**config.mk**
```make
export PLATFORM = sky130hd
export DESIGN_NAME = itag_req_decode
export DESIGN_NICKNAME = d
export VERILOG_FILES = /design/src/itag_pkg.sv /design/src/itag_req_decode.sv
export SDC_FILE = /design/constraint.sdc
export NUM_CORES = 1
export LEC_CHECK = 0
export BUFFER_PORTS_ARGS = -buffer_cell sky130_fd_sc_hd__buf_2
export CAP_MARGIN = 20
export CELL_PAD_IN_SITES_DETAIL_PLACEMENT = 0
export CELL_PAD_IN_SITES_GLOBAL_PLACEMENT = 1
export CORE_MARGIN = 5
export CORE_UTILIZATION = 20
export DETAILED_ROUTE_END_ITERATION = 8
export PLACE_DENSITY = 0.77
export SLEW_MARGIN = 40
export SYNTH_ARGS = -nofsm -noshare
export SYNTH_HDL_FRONTEND = slang
export SYNTH_SLANG_ARGS = --single-unit
export TNS_END_PERCENT = 5
```
**constraint.sdc**
```tcl
create_clock -name clk_i -period 0.9 [get_ports clk_i]
set_input_delay 0.18 -clock clk_i [delete_from_list [all_inputs] [get_ports clk_i]]
set_output_delay 0.18 -clock clk_i [all_outputs]
set_load 0.05 [all_outputs]
```
**src/itag_pkg.sv**
```systemverilog
package itag_pkg;

  // Cache geometry
  localparam int unsigned ICACHE_N_WAY = 4;
  localparam int unsigned ICACHE_DEPTH = 64;
  localparam int unsigned INDEX_WIDTH  = 6;
  localparam int unsigned OFFSET_WIDTH = 6;
  localparam int unsigned TAG_WIDTH    = 20;
  localparam int unsigned VADDR_WIDTH  = 32;

  // Fetch address split into its fields, tag in the upper bits
  typedef struct packed {
    logic [TAG_WIDTH-1:0]    tag;
    logic [INDEX_WIDTH-1:0]  index;
    logic [OFFSET_WIDTH-1:0] offset;
  } itag_addr_t;

  typedef struct packed {
    logic [ICACHE_N_WAY-1:0] way_req;  // One bit per way
    logic                    we;
    logic                    vbit;     // Valid value on a write
    logic [INDEX_WIDTH-1:0]  index;
    logic [TAG_WIDTH-1:0]    wtag;
  } itag_mem_req_t;

  typedef struct packed {
    logic                 valid;
    logic [TAG_WIDTH-1:0] tag;
  } itag_lookup_t;

  typedef struct packed {
    logic [ICACHE_N_WAY-1:0][TAG_WIDTH-1:0] way_tag;
    logic [ICACHE_N_WAY-1:0]                way_vbit;
  } itag_read_t;

  typedef struct packed {
    logic                    valid;
    logic                    hit;
    logic [ICACHE_N_WAY-1:0] way;  // One-hot, zero on miss
  } itag_result_t;

endpackage

```
**src/itag_req_decode.sv**
```systemverilog
`timescale 1ns/1ps

module itag_req_decode
  import itag_pkg::*;
(
  input  logic          clk_i,
  input  logic          reset_i,
  input  logic          lookup_i,
  input  itag_addr_t    addr_i,
  input  logic          fill_i,
  input  itag_addr_t    fill_addr_i,
  output itag_mem_req_t mem_req_o,
  output itag_lookup_t  lookup_o
);

  localparam int unsigned PTR_WIDTH = $clog2(ICACHE_N_WAY);

  logic [PTR_WIDTH-1:0]    repl_ptr;
  logic [ICACHE_N_WAY-1:0] fill_way;
  logic                    lookup_go;
  logic                    lookup_valid_q;
  logic [TAG_WIDTH-1:0]    lookup_tag_q;

  // Way picked for the next fill
  assign fill_way = {{(ICACHE_N_WAY-1){1'b0}}, 1'b1} << repl_ptr;

  // A fill in the same cycle drops the lookup
  assign lookup_go = lookup_i & ~fill_i;

  always_comb begin
    mem_req_o = '0;
    if (fill_i) begin
      mem_req_o.way_req = fill_way;
      mem_req_o.we      = 1'b1;
      mem_req_o.vbit    = 1'b1;
      mem_req_o.index   = fill_addr_i.index;
      mem_req_o.wtag    = fill_addr_i.tag;
    end else if (lookup_i) begin
      mem_req_o.way_req = '1;  // Read all ways
      mem_req_o.index   = addr_i.index;
    end
  end

  // Global round-robin pointer, wraps after the last way
  always_ff @(posedge clk_i) begin
    if (reset_i) begin
      repl_ptr <= '0;
    end else if (fill_i) begin
      repl_ptr <= repl_ptr + 1'b1;
    end
  end

  // Lookup flag lines up with the array read data
  always_ff @(posedge clk_i) begin
    if (reset_i) begin
      lookup_valid_q <= 1'b0;
    end else begin
      lookup_valid_q <= lookup_go;
    end
  end

  always_ff @(posedge clk_i) begin
    if (lookup_go) begin
      lookup_tag_q <= addr_i.tag;
    end
  end

  assign lookup_o.valid = lookup_valid_q;
  assign lookup_o.tag   = lookup_tag_q;

endmodule

```
==> metrics <==
status=finished with violations; failing checks=setup timing; crit path kind=flip-flop to primary output; Max FO, Critical Path=4; htree depth=1; via density per instance=3.864; Worst Tran Pin Value=0.1155 ns; clock buffer count from CTS=3; Critical path origin=repl_ptr[0]; final RePlAce weighted congestion=roughly 0.75; DP HPWL=approximately 2700 µm; min Tclk post-route=1.378 ns; Fillers=475; Area contributors post-synth=edfxtp_1 58%, and2_1 12%, dfxtp_1 5.8%; commonest cells after routing, fill and taps aside=54 x buf_2, 42 x buf_6, 20 x and2_2, 20 x edfxtp_1, 14 x buf_4; Antenna Cells=0; Post-route DRC=0; Min-Delay Path Depth=1; Overflow after GRT=0; share of layout cells above drive strength 1=85.64%; clock share of power=19.0%; clock sinks=23; clk_lat worst skew=0.25 ns; Routed WL=3380 µm; r2r startpoint=repl_ptr[1]; hold_buf cts=0; total track usage=9.875%; worst reg-to-reg setup slack=-0.04 ns; Power Density=1427 nW/µm²; Final WS setup=-0.4783 ns; CTS tree=done; LEAKAGE=~0.001 µW; Worst Setup EP=mem_req_o[31]; largest net degree at the start of global routing=20; Flop pwr share=between 40% and 50%; Core Area=between 5000 and 6000 µm²; RSZ-0062 raised after global routing=yes; crit path DAT=1.20 ns; NetSw=1102 µW; commonest non-fill, non-tap cell in the layout=buf_2; floorplan row count=26; dpl cells=around 250; CTS root buffer=clkbuf_8; Worst Skew=a little under 0.00003 ns; die area=approximately 6800 µm²; Worst-path clk slew=about 0.08 ns; average size of a mapped cell=13.91 µm²; Area growth syn-to-layout=113.4%; final setup violating endpoints=51; fin cells=258; Die Y=around 82 µm; crit end category=primary output; Reg2Reg Depth=4; max_slew headroom=92.08%; Seq/Total Area, Yosys=63.31%; fmax=725.5 MHz; Hold Slack=0.09523 ns; die width=just over 80 µm; crit start category=flip-flop; drt wl/cell=approximately 13 µm; Layout Nets=261; Yosys reg bits=23; count of cell types in the netlist=17; Final ANT Viol Nets=0; RR Endpoint=repl_ptr[1]; Synth Instances=75; Ports=121; Vias=997; area of the mapped netlist=1044 µm²; final hold vios=0; post-synth top area cell=edfxtp_1; Max-Cap Viols=0; first-pass GRT wire length=5126 µm; Hold Crit Class=primary input to flip-flop; number of global-route vias before repair=1,132; 1st-iter DRT viols=25; Max VDD drop=483.6 µV; Switching Share=between 30% and 40%; Crit path required time=0.72 ns; P_int=2076 µW; total setup buffers inserted after CTS=0; post-synth top area share=57.55%; syn_nets=147; First-pass DRT Iterations=3; Ys Warns=0; Final Max Tran Viols=0; initial antenna violation count=0; IO Port Bufs=108; period utilisation layout=153.1%; Longest Clk Path Bufs=2; Starting Density=about 21%; combinational share of power=approximately 40%
-- final cells by class --
class | count | area, µm² | share of cell area (%)
Clock inverter | 1 | 5.005 | 0.2247
Tap cell | 70 | 87.58 | 3.933
Timing Repair Buffer | 117 | 955.9 | 42.92
Clock buffer | 3 | 41.29 | 1.854
Sequential cell | 23 | 669.4 | 30.06
Multi-Input combinational cell | 42 | 455.4 | 20.45
Inverter | 2 | 12.51 | 0.5618
-- power groups by stage --
stage / clock [µW] / combinational (µW) / sequential [µW]
after detailed placement: 0 / 1070 / 1290
after CTS: 656 / 1260 / 1280
after floorplan: 0 / 556 / 1500
final: 603 / 1290 / 1290
after global placement: 0 / 1060 / 1280
after global routing: 695 / 1350 / 1290
-- synthesized netlist by cell type --
cell type / instances
and2_1: 20
edfxtp_1: 20
a22o_1: 5
a21o_1: 4
ha_1: 4
buf_4: 3
dfxtp_1: 3
buf_2: 2
buf_6: 2
inv_1: 2
nand2_1: 2
nor2_1: 2
nor2b_4: 2
clkbuf_2: 1
mux2i_1: 1
o21ai_0: 1
xnor2_1: 1
-- stage by stage --
step	power [µW]	area [µm²]	setup TNS (ns)	worst slack [ns]	util, %
6_report	3178	2227	-6.807	-0.4783	43.89
2_1_floorplan	2059	1166	-1.968	-0.1065	-
4_1_cts	3199	2165	-7.787	-0.4867	42.65
3_5_place_dp	2352	1802	-12.57	-0.2811	35.50
5_1_grt	3342	2227	-8.464	-0.5178	43.89
3_3_place_gp	2341	1802	-12.12	-0.2700	35.50
-- cell families after synthesis --
family,after synthesis,synth area share (%)
xor+xnor,1,0.8395
mux,1,0.9593
fa+ha+maj,4,4.796
simple gates,26,16.07
compound gates,10,7.553
buf+inv,10,6.474
flops,23,63.31
-- worst max-delay path, stage by stage, from the launching register on --
cell and delay [ns]:
dfxtp_4 0.38, ha_1 0.21, a21o_4 0.21, buf_6 0.14
-- sequential cells by signal, summed over array words and instances (netlist names) --
signal and cells:
lookup_tag_q 20, repl_ptr 2, lookup_valid_q 1
-- worst min path at each step --
stage / startpoint / to
5_1_grt: addr_i[14] / lookup_tag_q[2]
2_1_floorplan: reset_i / lookup_valid_q
3_5_place_dp: addr_i[14] / lookup_tag_q[2]
4_1_cts: addr_i[14] / lookup_tag_q[2]
3_3_place_gp: addr_i[19] / lookup_tag_q[7]
6_report: addr_i[14] / lookup_tag_q[2]
-- timing repair --
item                                   in CTS  in global routing
endpoints found under the hold margin       0                  0
setup endpoints to repair                  53                 68
pin swaps                                   0                  1
cloned                                      0                  0
resized for setup                         105                 14
-- routing by layer --
metal | global-route usage [%] | routed length [µm] | share of wire [%] | vias to the layer above
met3 | 3.579 | 455 | 13 | 2
met4 | 3.488 | 33 | 0.98 | 0
met2 | 17.95 | 1759 | 52 | 76
met5 | 0 | 0 | 0 | -
li1 | - | - | - | 479
met1 | 10.38 | 1131 | 33 | 440
Note: power is estimated with default switching activity, not from simulation.
