$ cat config.mk
export PLATFORM = sky130hd
export DESIGN_NAME = itag_hit_detect
export DESIGN_NICKNAME = d
export VERILOG_FILES = /design/src/itag_pkg.sv /design/src/itag_hit_detect.sv
export SDC_FILE = /design/constraint.sdc
export NUM_CORES = 1
export LEC_CHECK = 0
export BUFFER_PORTS_ARGS = -buffer_cell sky130_fd_sc_hd__buf_2
export CAP_MARGIN = 0
export CORE_AREA = 2 2 59 61
export DETAILED_ROUTE_END_ITERATION = 8
export DIE_AREA = 0 0 61 63
export PLACE_DENSITY_LB_ADDON = 0.2
export SKIP_LAST_GASP = 1
export SLEW_MARGIN = 20
export SYNTH_ARGS = -nofsm -noshare
export SYNTH_HDL_FRONTEND = slang
export SYNTH_SLANG_ARGS = --single-unit
$ cat constraint.sdc
create_clock -name clk_i -period 2.25 [get_ports clk_i]
set_clock_uncertainty 0.15 [all_clocks]
set_input_delay 0.675 -clock clk_i [delete_from_list [all_inputs] [get_ports clk_i]]
set_output_delay 0.675 -clock clk_i [all_outputs]
set_load 0.05 [all_outputs]
$ cat src/itag_pkg.sv
package itag_pkg;

  // Cache geometry
  localparam int unsigned ICACHE_N_WAY = 4;
  localparam int unsigned ICACHE_DEPTH = 64;
  localparam int unsigned INDEX_WIDTH  = 6;
  localparam int unsigned OFFSET_WIDTH = 6;
  localparam int unsigned TAG_WIDTH    = 20;
  localparam int unsigned VADDR_WIDTH  = 32;

  // Fetch address split into its fields, tag in the upper bits
  typedef struct packed {
    logic [TAG_WIDTH-1:0]    tag;
    logic [INDEX_WIDTH-1:0]  index;
    logic [OFFSET_WIDTH-1:0] offset;
  } itag_addr_t;

  typedef struct packed {
    logic [ICACHE_N_WAY-1:0] way_req;  // One bit per way
    logic                    we;
    logic                    vbit;     // Valid value on a write
    logic [INDEX_WIDTH-1:0]  index;
    logic [TAG_WIDTH-1:0]    wtag;
  } itag_mem_req_t;

  typedef struct packed {
    logic                 valid;
    logic [TAG_WIDTH-1:0] tag;
  } itag_lookup_t;

  typedef struct packed {
    logic [ICACHE_N_WAY-1:0][TAG_WIDTH-1:0] way_tag;
    logic [ICACHE_N_WAY-1:0]                way_vbit;
  } itag_read_t;

  typedef struct packed {
    logic                    valid;
    logic                    hit;
    logic [ICACHE_N_WAY-1:0] way;  // One-hot, zero on miss
  } itag_result_t;

endpackage

$ cat src/itag_hit_detect.sv
`timescale 1ns/1ps

module itag_hit_detect
  import itag_pkg::*;
(
  input  logic         clk_i,
  input  logic         reset_i,
  input  itag_lookup_t lookup_i,
  input  itag_read_t   rd_i,
  output itag_result_t result_o
);

  logic [ICACHE_N_WAY-1:0] way_match;
  logic                    any_hit;

  logic                    result_valid_q;
  logic                    result_hit_q;
  logic [ICACHE_N_WAY-1:0] result_way_q;

  // Tag compare per way, only valid entries count
  always_comb begin
    for (int w = 0; w < ICACHE_N_WAY; w++) begin
      way_match[w] = rd_i.way_vbit[w] && (rd_i.way_tag[w] == lookup_i.tag);
    end
  end

  assign any_hit = |way_match;

  always_ff @(posedge clk_i) begin
    if (reset_i) begin
      result_valid_q <= 1'b0;
    end else begin
      result_valid_q <= lookup_i.valid;
    end
  end

  // Way is zero on a miss since no bit matched
  always_ff @(posedge clk_i) begin
    if (lookup_i.valid) begin
      result_hit_q <= any_hit;
      result_way_q <= way_match;
    end
  end

  assign result_o.valid = result_valid_q;
  assign result_o.hit   = result_hit_q;
  assign result_o.way   = result_way_q;

endmodule

==> metrics.txt, run 1 <==
status=complete, no violations; Routability Congestion=about 0.85; reported max-cap violation count=0; Total Nets Final=340; first drt pass iteration count=4; synthesized area=roughly 0.0011 sq mm; signal arrival time at the worst endpoint=approximately 2.0 ns; Slew Limit Fails=0; tightest slew margin relative to the limit=72.29%; vias after detailed routing=1236; hold_buf cts=0; final standard cell area without fillers=~0.0017 sq mm; fraction of layout cells with a size suffix above 1=52.16%; Core Area=~0.0032 sq mm; number of vias per cell after detailed routing=between 4 and 5; clock input transition at the sequential cells of the worst setup and hold paths=roughly 0.05 ns; area growth from synthesis to layout=54.74%; placed standard-cell area=0.001710 sq mm; Critical Path Source Type=input pin; count of endpoints failing hold in the final timing report=0; slowest cell on the critical path=sky130_fd_sc_hd__nor4_1; Post-Synthesis Net Count=roughly 230; capturing element type of the critical path=register; number of global-route vias before repair=1218; global routing's busiest layer=met2; path class of the lowest-slack min-delay path=input pin to register; period utilization=between 90% and 100%; Die W=61 um; top-level I/O count=113; sequential element share of the synthesized area=roughly 15%; die area=between 0.003 and 0.004 sq mm; area fraction of the dominant cell type after synthesis=between 30% and 40%; iteration-0 DRC count of the detailed router=18; Worst Path Class, Setup=input pin to register; floorplan die height=about 63 um; top post-synthesis cells by area=sky130_fd_sc_hd__xnor2_1 37%, sky130_fd_sc_hd__xor2_1 25%, sky130_fd_sc_hd__edfxtp_1 13%; antenna violations before repair=0; pin count of the biggest net entering global routing=7; Routed Antenna Nets=0; count of endpoints failing setup in the final report=0; most common cell after layout, fill and taps aside=sky130_fd_sc_hd__buf_2; Gate Count Post-Synth=between 100 and 150; cell family contributing the most delay on the critical path=simple AND/OR/NAND/NOR gates; Cell Pwr Density=~310 mW/mm^2; TritonCTS Buffers=3; Netlist cell types=13; number of design rule violations left after detail routing=0; worst-path maximum fanout=4; number of synthesis warnings=0; largest stage delay on the critical path=between 0.4 and 0.5 ns; Peak VDD IR=0.1216 mV; DR WL/cell=12.96 um; highest clock rate=491.2 MHz; count of clock tree sinks=6; Yosys top cell by area=sky130_fd_sc_hd__xnor2_1; post-CTS setup-driven buffer insertion count=0; worst-path cell chain=buf_2, xor2_1, nor4_1, nand4_1, nor4_2, or4_1; initial cell density of the core=between 30% and 40%; number of synthesized register bits=6; diode insertion count for antenna repair=0; worst-case clock buffer depth=2; M1 GR Usage=a little over a fifth; library cell used as clock root buffer=sky130_fd_sc_hd__clkbuf_4; TritonCTS clock tree=built; sum of net half-perimeters after detailed placement=3333 um; count of input and output buffers=between 100 and 150; met3 Resource Use GR=between 3 and 4%; setup repair after global routing missed its margin=false; global routing met2 resource utilization=32.39%; global-route wire length before repair=between 5000 and 6000 um; minimum clock period after layout=between 2 and 2.5 ns; number of gates given a new drive strength after cts=0; number of levels the H-tree was split into=1; leakage component of the power=slightly below 0.8 nW; Final TNS setup=0 ns; combined global-route utilization of all metal layers=between 10% and 20%; mean cell area of the mapped netlist=~9.3 sq um; leading cell types in the layout, fill and taps excluded=112 x sky130_fd_sc_hd__buf_2, 48 x sky130_fd_sc_hd__xnor2_1, 32 x sky130_fd_sc_hd__xor2_1, 10 x sky130_fd_sc_hd__nand4_1, 8 x sky130_fd_sc_hd__nor4_1; Cell Rows=21; crit path buf inv count=1; required time worst endpoint=2.22 ns; final wirelength=3602 um; gr ovfl total=0; measured slew at the worst slew-check pin=approximately 0.41 ns
## path summary, 6_finish.rpt
check,start,endpoint,slack [ns],depth (start not counted)
worst max-delay path,lookup_i[13],result_hit_q$_DFFE_PP_,0.21,6
worst min-delay path,reset_i,result_valid_q$_SDFF_PP0_,0.43,2
## area by class of cell
type	instances	area (sq um)
fillers	344	1495
clock buffers	4	26.28
multi-input cells	110	922.1
flip-flops and latches	6	170.2
well taps	46	57.56
repair buffers	112	560.5
## logic make-up after synthesis
| group | after synthesis | share of synthesized area (%) |
|---|---|---|
| xor+xnor | 80 | 62.43 |
| simple gates | 30 | 19.73 |
| flops | 6 | 15.16 |
| buf+inv | 5 | 2.675 |
## routing by layer
metal	wire, um	part of all wire [%]
met1	1409	39
met4	30	0.83
met3	237	6.6
met2	1924	53
met5	0	0
## sequential cells by signal, indices dropped and copies added (netlist names)
register,flops
result_way_q,4
result_hit_q,1
result_valid_q,1
## power breakdown
group	internal (mW)	leakage (nW)	switching, mW
clock	0.0673	0.0150	0.0406
combinational	0.155	0.706	0.145
sequential	0.126	0.0558	0.00130
## metrics by stage
step / std cells / hold slack, ns / utilization, % / total power, mW / worst slack [ns]
2_1_floorplan: 121 / 0.5966 / - / 0.2847 / 0.2618
3_3_place_gp: 274 / 0.6854 / 52.92 / 0.4307 / 0.03880
3_5_place_dp: 274 / 0.6847 / 52.92 / 0.4318 / -0.02224
4_1_cts: 278 / 0.4312 / 53.74 / 0.5413 / 0.2253
5_1_grt: 278 / 0.4295 / 53.74 / 0.5724 / 0.1419
6_report: 278 / 0.4336 / 53.74 / 0.5353 / 0.2143
## cells in the mapped netlist, drive strengths merged
cell type	count
nor2b	1
nand4	12
xor2	32
dfxtp	1
xnor2	48
nand3	4
clkbuf	3
buf	2
or4	1
nor4	12
edfxtp	5
Power figures use the tool's default switching activity.
==> run 2: changes to the inputs <==
Settings changed: CTS_BUF_LIST set to sky130_fd_sc_hd__clkbuf_16.
==> run 2 against run 1 <==
  * Global-route usage rose by 0.49 points
  * Non-clock buffer count is the same
  * Core utilization rose by 1.6 points
  * Design area up 3.0%
  * Power grew 34%
  * Count of clock-buffer cells in the layout is 1 lower
  * Maximum frequency down 0.87%
  * Critical endpoint unchanged
  * Highest routed layer unchanged
==> metrics.txt, run 2 (synthesis results as in run 1) <==
status=complete, no violations; Slew Limit Fails=0; measured slew at the worst slew-check pin=0.4111 ns; Peak VDD IR=roughly 0.21 mV; worst-path cell chain=buf_2, xor2_1, nor4_1, nand4_1, nor4_2, or4_1; sum of net half-perimeters after detailed placement=approximately 3300 um; number of global-route vias before repair=1217; count of endpoints failing hold in the final timing report=0; number of fill cells in the layout=334; period utilization=about nine tenths; Reg power frac=between 15 and 20%; fraction of layout cells with a size suffix above 1=52.16%; Cell Pwr Density=around 400 mW/mm^2; Routability Congestion=between 0.8 and 0.9; DR WL/cell=about 13 um; number of gates given a new drive strength after cts=0; Top Registers=result_way_q x4, result_hit_q x1, result_valid_q x1; largest stage delay on the critical path=0.41 ns; count of clock tree sinks=6; global-route wire length before repair=5244 um; Core Area=approximately 0.0032 sq mm; reported max-cap violation count=0; Net Sw Power=0.2059 mW; combined global-route utilization of all metal layers=a little under a fifth; first drt pass iteration count=4; leakage component of the power=0.8044 nW; number of design rule violations left after detail routing=0; library cell used as clock root buffer=sky130_fd_sc_hd__clkbuf_16; top-level I/O count=approximately 110; capturing element type of the critical path=register; TritonCTS clock tree=built; Cell Rows=21; highest clock rate=between 400 and 500 MHz; antenna violations before repair=0; required time worst endpoint=approximately 2.2 ns; Final TNS setup=0 ns; fraction of power spent switching nets=roughly 29%; area growth from synthesis to layout=59.42%; gr ovfl total=0; Routed Antenna Nets=0; slowest cell on the critical path=sky130_fd_sc_hd__nor4_1; crit path buf inv count=1; signal arrival time at the worst endpoint=2.00 ns; relative contribution of the clock network to total power=between 40% and 50%; Total Nets Final=340; leading cell types in the layout, fill and taps excluded=112 x sky130_fd_sc_hd__buf_2, 48 x sky130_fd_sc_hd__xnor2_1, 32 x sky130_fd_sc_hd__xor2_1, 10 x sky130_fd_sc_hd__nand4_1, 8 x sky130_fd_sc_hd__nor4_1; Hold Slack=approximately 0.45 ns; register bank with the most flops=result_way_q; combinational fraction of design power=between 40% and 50%; iteration-0 DRC count of the detailed router=16; count of endpoints failing setup in the final report=0; Worst Path Class, Setup=input pin to register; vias after detailed routing=roughly 1200; count of input and output buffers=112; cell family contributing the most delay on the critical path=simple AND/OR/NAND/NOR gates; post-route core utilization=55.36%; power after layout=around 0.7 mW; number of levels the H-tree was split into=1; worst-path maximum fanout=4; Largest register FFs=4; internal power summed over all cells=between 0.5 and 0.6 mW; minimum clock period after layout=approximately 2 ns; TritonCTS Buffers=3; clock input transition at the sequential cells of the worst setup and hold paths=around 0.03 ns; diode insertion count for antenna repair=0; Critical Path Source Type=input pin; initial cell density of the core=34.73%; number of vias per cell after detailed routing=4.403; final wirelength=3591 um; pin count of the biggest net entering global routing=7; Die W=between 60 and 70 um; worst-case clock buffer depth=2; post-CTS setup-driven buffer insertion count=0; path class of the lowest-slack min-delay path=input pin to register; setup repair after global routing missed its margin=false; most common cell after layout, fill and taps aside=sky130_fd_sc_hd__buf_2; die area=between 0.003 and 0.004 sq mm; floorplan die height=~63 um; tightest slew margin relative to the limit=around 72%; hold_buf cts=0
## run 2: changes by cell type in the layout (fill, tap and decap cells not counted), sizes merged
| cell | delta |
|---|---|
| clkbuf | -1 |
| inv | +1 |
## run 2: power by group through the flow
stage                     clock network (mW)  logic [mW]  registers (mW)
after floorplan                            0       0.142           0.143
after global placement                     0       0.301           0.129
after detailed placement                   0       0.303           0.129
after CTS                              0.294       0.304           0.128
after global routing                   0.304       0.328           0.128
final                                  0.290       0.300           0.127
## run 2: area by class of cell
class	instances	area [sq um]	share of cell area, %
flip-flops and latches	6	170.2	9.510
well taps	46	57.56	3.217
clock inverters	1	3.754	0.2098
repair buffers	112	560.5	31.33
multi-input cells	110	922.1	51.54
clock buffers	3	75.07	4.196
## run 2: worst paths after layout
check	depth (start not counted)	slack, ns	to	from
hold / removal	2	0.45	result_valid_q$_SDFF_PP0_	reset_i
setup / recovery	6	0.20	result_hit_q$_DFFE_PP_	lookup_i[13]
## run 2: stage by stage
step | instance area, sq um | setup slack (ns) | instances
2_1_floorplan | 1122 | 0.2618 | 121
3_3_place_gp | 1710 | 0.03880 | 274
3_5_place_dp | 1710 | -0.02224 | 274
4_1_cts | 1789 | 0.2071 | 278
5_1_grt | 1789 | 0.1200 | 278
6_report | 1789 | 0.1964 | 278
## run 2: per-layer routing
layer / global-route usage (%) / share of wire [%] / vias to the layer above
met3: 3.727 / 7.1 / 4
met1: 21.70 / 38 / 524
met2: 32.39 / 54 / 56
met4: 6.522 / 0.84 / 0
met5: 0 / 0 / -
li1: - / - / 640
==> run 3: changes to the inputs <==
Settings changed: ABC_AREA set to 1, CORE_AREA 2 2 59 61 to 2 2 66 68, DIE_AREA 0 0 61 63 to 0 0 68 70.
==> run 3 against run 2 <==
  * Setup slack improved by 0.35 ns
  * Via count rose by 98%
  * Die area rose by 24%
  * Core utilization rose by 1.2 points
  * Sequential power barely moved
  * Cell count rose by 96%
==> metrics.txt, run 3 <==
library cell used as clock root buffer=sky130_fd_sc_hd__clkbuf_16; TritonCTS Buffers=3; path class of the lowest-slack min-delay path=input pin to register; commonest register cell after synthesis=sky130_fd_sc_hd__edfxtp_1; Post-Synthesis Net Count=between 400 and 500; area growth from synthesis to layout=41.68%; iteration-0 DRC count of the detailed router=approximately 150; measured slew at the worst slew-check pin=about 0.25 ns; Cell Pwr Density=around 330 mW/mm^2; Largest register FFs=4; vias after detailed routing=2421; floorplan die height=approximately 70 um; number of synthesis warnings=0; antenna violations before repair=0; Total Nets Final=between 600 and 700; Critical Path Source Type=input pin; most common cell after layout, fill and taps aside=sky130_fd_sc_hd__nand2_1; placed standard-cell area=0.002265 sq mm; Netlist cell types=15; top-level I/O count=113; required time worst endpoint=roughly 2.1 ns; xor/xnor share of the synthesized area=about 2.6%; fraction of layout cells with a size suffix above 1=a little over a quarter; status=complete, no violations; TritonCTS clock tree=built; synthesized area=between 0.0015 and 0.002 sq mm; tightest slew margin relative to the limit=83.43%; count of clock tree sinks=6; number of gates given a new drive strength after cts=0; reported max-cap violation count=0; setup repair after global routing missed its margin=false; share of cell area taken by muxes after synthesis=0%; post-CTS setup-driven buffer insertion count=0; most common cell in the synthesized netlist=sky130_fd_sc_hd__nand2_1; Yosys top cell by area=sky130_fd_sc_hd__nand2_1; number of design rule violations left after detail routing=0; main combinational cell family by area after synthesis=simple AND/OR/NAND/NOR gates; die area=around 0.0048 sq mm; leakage component of the power=1.697 nW; number of synthesized register bits=6; asr flop ratio synth=0%; count of endpoints failing hold in the final timing report=0; number of global-route vias before repair=~2200; Peak VDD IR=approximately 0.16 mV; Gate Count Post-Synth=380; gr ovfl total=0; period utilization=between 70% and 80%; worst-case clock buffer depth=2; internal power summed over all cells=0.5063 mW; list of most frequent post-synthesis cells=206 x sky130_fd_sc_hd__nand2_1, 74 x sky130_fd_sc_hd__inv_1, 46 x sky130_fd_sc_hd__nor2_1, 14 x sky130_fd_sc_hd__inv_2, 8 x sky130_fd_sc_hd__nand3_1; pin count of the biggest net entering global routing=7; power after layout=between 0.7 and 0.8 mW; top post-synthesis cells by area=sky130_fd_sc_hd__nand2_1 47%, sky130_fd_sc_hd__inv_1 17%, sky130_fd_sc_hd__nor2_1 10%; Synth Area in Simple Gates=around 60%; initial cell density of the core=between 30% and 40%; capturing element type of the critical path=register; number of levels the H-tree was split into=1; count of input and output buffers=~110; combined global-route utilization of all metal layers=24.19%; diode insertion count for antenna repair=0; Net Sw Power=0.2783 mW; register bank with the most flops=result_way_q; clock input transition at the sequential cells of the worst setup and hold paths=roughly 0.040 ns; fraction of power spent switching nets=about 35%; Compound-Gate Fraction of Synth Area=a little over 6%; sum of net half-perimeters after detailed placement=approximately 5000 um; hold_buf cts=0; Routed Antenna Nets=0; relative contribution of the clock network to total power=between 30% and 40%; leading cell types in the layout, fill and taps excluded=206 x sky130_fd_sc_hd__nand2_1, 112 x sky130_fd_sc_hd__buf_2, 75 x sky130_fd_sc_hd__inv_1, 46 x sky130_fd_sc_hd__nor2_1, 14 x sky130_fd_sc_hd__inv_2; Final TNS setup=0 ns; signal arrival time at the worst endpoint=roughly 1.5 ns; Slew Limit Fails=0; Routability Congestion=about 0.92; number of synthesized flops with an enable pin=5; worst-path maximum fanout=5; final standard cell area without fillers=0.002344 sq mm; Cell Rows=24; number of fill cells in the layout=490; mean cell area of the mapped netlist=4.353 sq um; Reg power frac=between 10% and 20%; combinational fraction of design power=a little under half; number of vias per cell after detailed routing=4.434; area fraction of the dominant cell type after synthesis=between 40% and 50%; first drt pass iteration count=4; Die W=roughly 68 um; Post-Synth Adder-Cell Area=0%; count of endpoints failing setup in the final report=0; global-route wire length before repair=9011 um; Top Registers=result_way_q x4, result_hit_q x1, result_valid_q x1; minimum clock period after layout=1.703 ns; Core Area=around 0.0041 sq mm; Worst Path Class, Setup=input pin to register; final wirelength=around 5600 um; sequential element share of the synthesized area=between 10% and 20%; highest clock rate=about 590 MHz; DR WL/cell=approximately 10 um
[run 3: cell types whose count changed in the layout (fill, tap and decap cells not counted), moves of 8 or more]
cell / previous run / this run
sky130_fd_sc_hd__nor4_1: 8 / 0
sky130_fd_sc_hd__nand2_1: 0 / 206
sky130_fd_sc_hd__xor2_1: 32 / 1
sky130_fd_sc_hd__nand4_1: 10 / 0
sky130_fd_sc_hd__xnor2_1: 48 / 4
sky130_fd_sc_hd__inv_1: 1 / 75
sky130_fd_sc_hd__nor2_1: 0 / 46
sky130_fd_sc_hd__inv_2: 0 / 14
[run 3: through the flow]
stage | instances | util, % | setup slack (ns) | hold WS, ns
floorplan | 380 | - | 0.6321 | 0.5962
global placement | 542 | 54.65 | 0.3692 | 0.6852
detailed placement | 542 | 54.65 | 0.3413 | 0.6869
CTS | 546 | 56.55 | 0.5663 | 0.4503
global route | 546 | 56.55 | 0.4147 | 0.4589
finish | 546 | 56.55 | 0.5471 | 0.4528
[run 3: power groups by stage]
stage	Clock [mW]	Sequential (mW)	Combinational [mW]
after floorplan	0	0.143	0.178
after global placement	0	0.129	0.358
after detailed placement	0	0.129	0.361
after CTS	0.298	0.128	0.363
after global routing	0.304	0.128	0.413
final	0.295	0.127	0.362
[run 3: kinds of logic (layout without fill, tap and decap cells)]
kind of cell	count (synthesis)	in the layout
buffers and inverters	90	204
XOR/XNOR	5	5
flip-flops	6	6
AO/OA/AOI/OAI	18	18
AND/OR/NAND/NOR	261	261
[run 3: worst paths after layout]
kind / depth (start not counted) / start / end / slack, ns
worst min-delay path: 2 / reset_i / result_valid_q$_SDFF_PP0_ / 0.45
worst max-delay path: 11 / lookup_i[7] / result_hit_q$_DFFE_PP_ / 0.55
[run 3: critical path, cell delays in order]
cell and delay, ns:
sky130_fd_sc_hd__buf_2 0.13, sky130_fd_sc_hd__inv_1 0.15, sky130_fd_sc_hd__nand2_1 0.09, sky130_fd_sc_hd__nand2_1 0.08, sky130_fd_sc_hd__nor2_1 0.04, sky130_fd_sc_hd__nand2_1 0.05, sky130_fd_sc_hd__nor2_1 0.04, sky130_fd_sc_hd__nand3_1 0.13
sky130_fd_sc_hd__nand2_1 0.07, sky130_fd_sc_hd__inv_1 0.05, sky130_fd_sc_hd__nand2_1 0.04
[run 3: metal layers]
| metal | global-route usage, % | part of all wire (%) | vias to the layer above |
|---|---|---|---|
| met5 | 0 | 0 | - |
| met4 | 6.444 | 1.4 | 0 |
| met3 | 2.415 | 9.6 | 8 |
| met2 | 42.61 | 49 | 94 |
| met1 | 30.47 | 40 | 1001 |
| li1 | - | - | 1318 |
[run 3: area by class of cell]
type | count | area (sq um) | share of cell area [%]
sequential | 6 | 170.2 | 7.261
multi-input combinational | 284 | 1139 | 48.59
timing repair buffer | 112 | 560.5 | 23.92
clock inverter | 1 | 3.754 | 0.1602
inverter | 88 | 330.3 | 14.10
clock buffer | 3 | 75.07 | 3.203
tap | 52 | 65.06 | 2.776
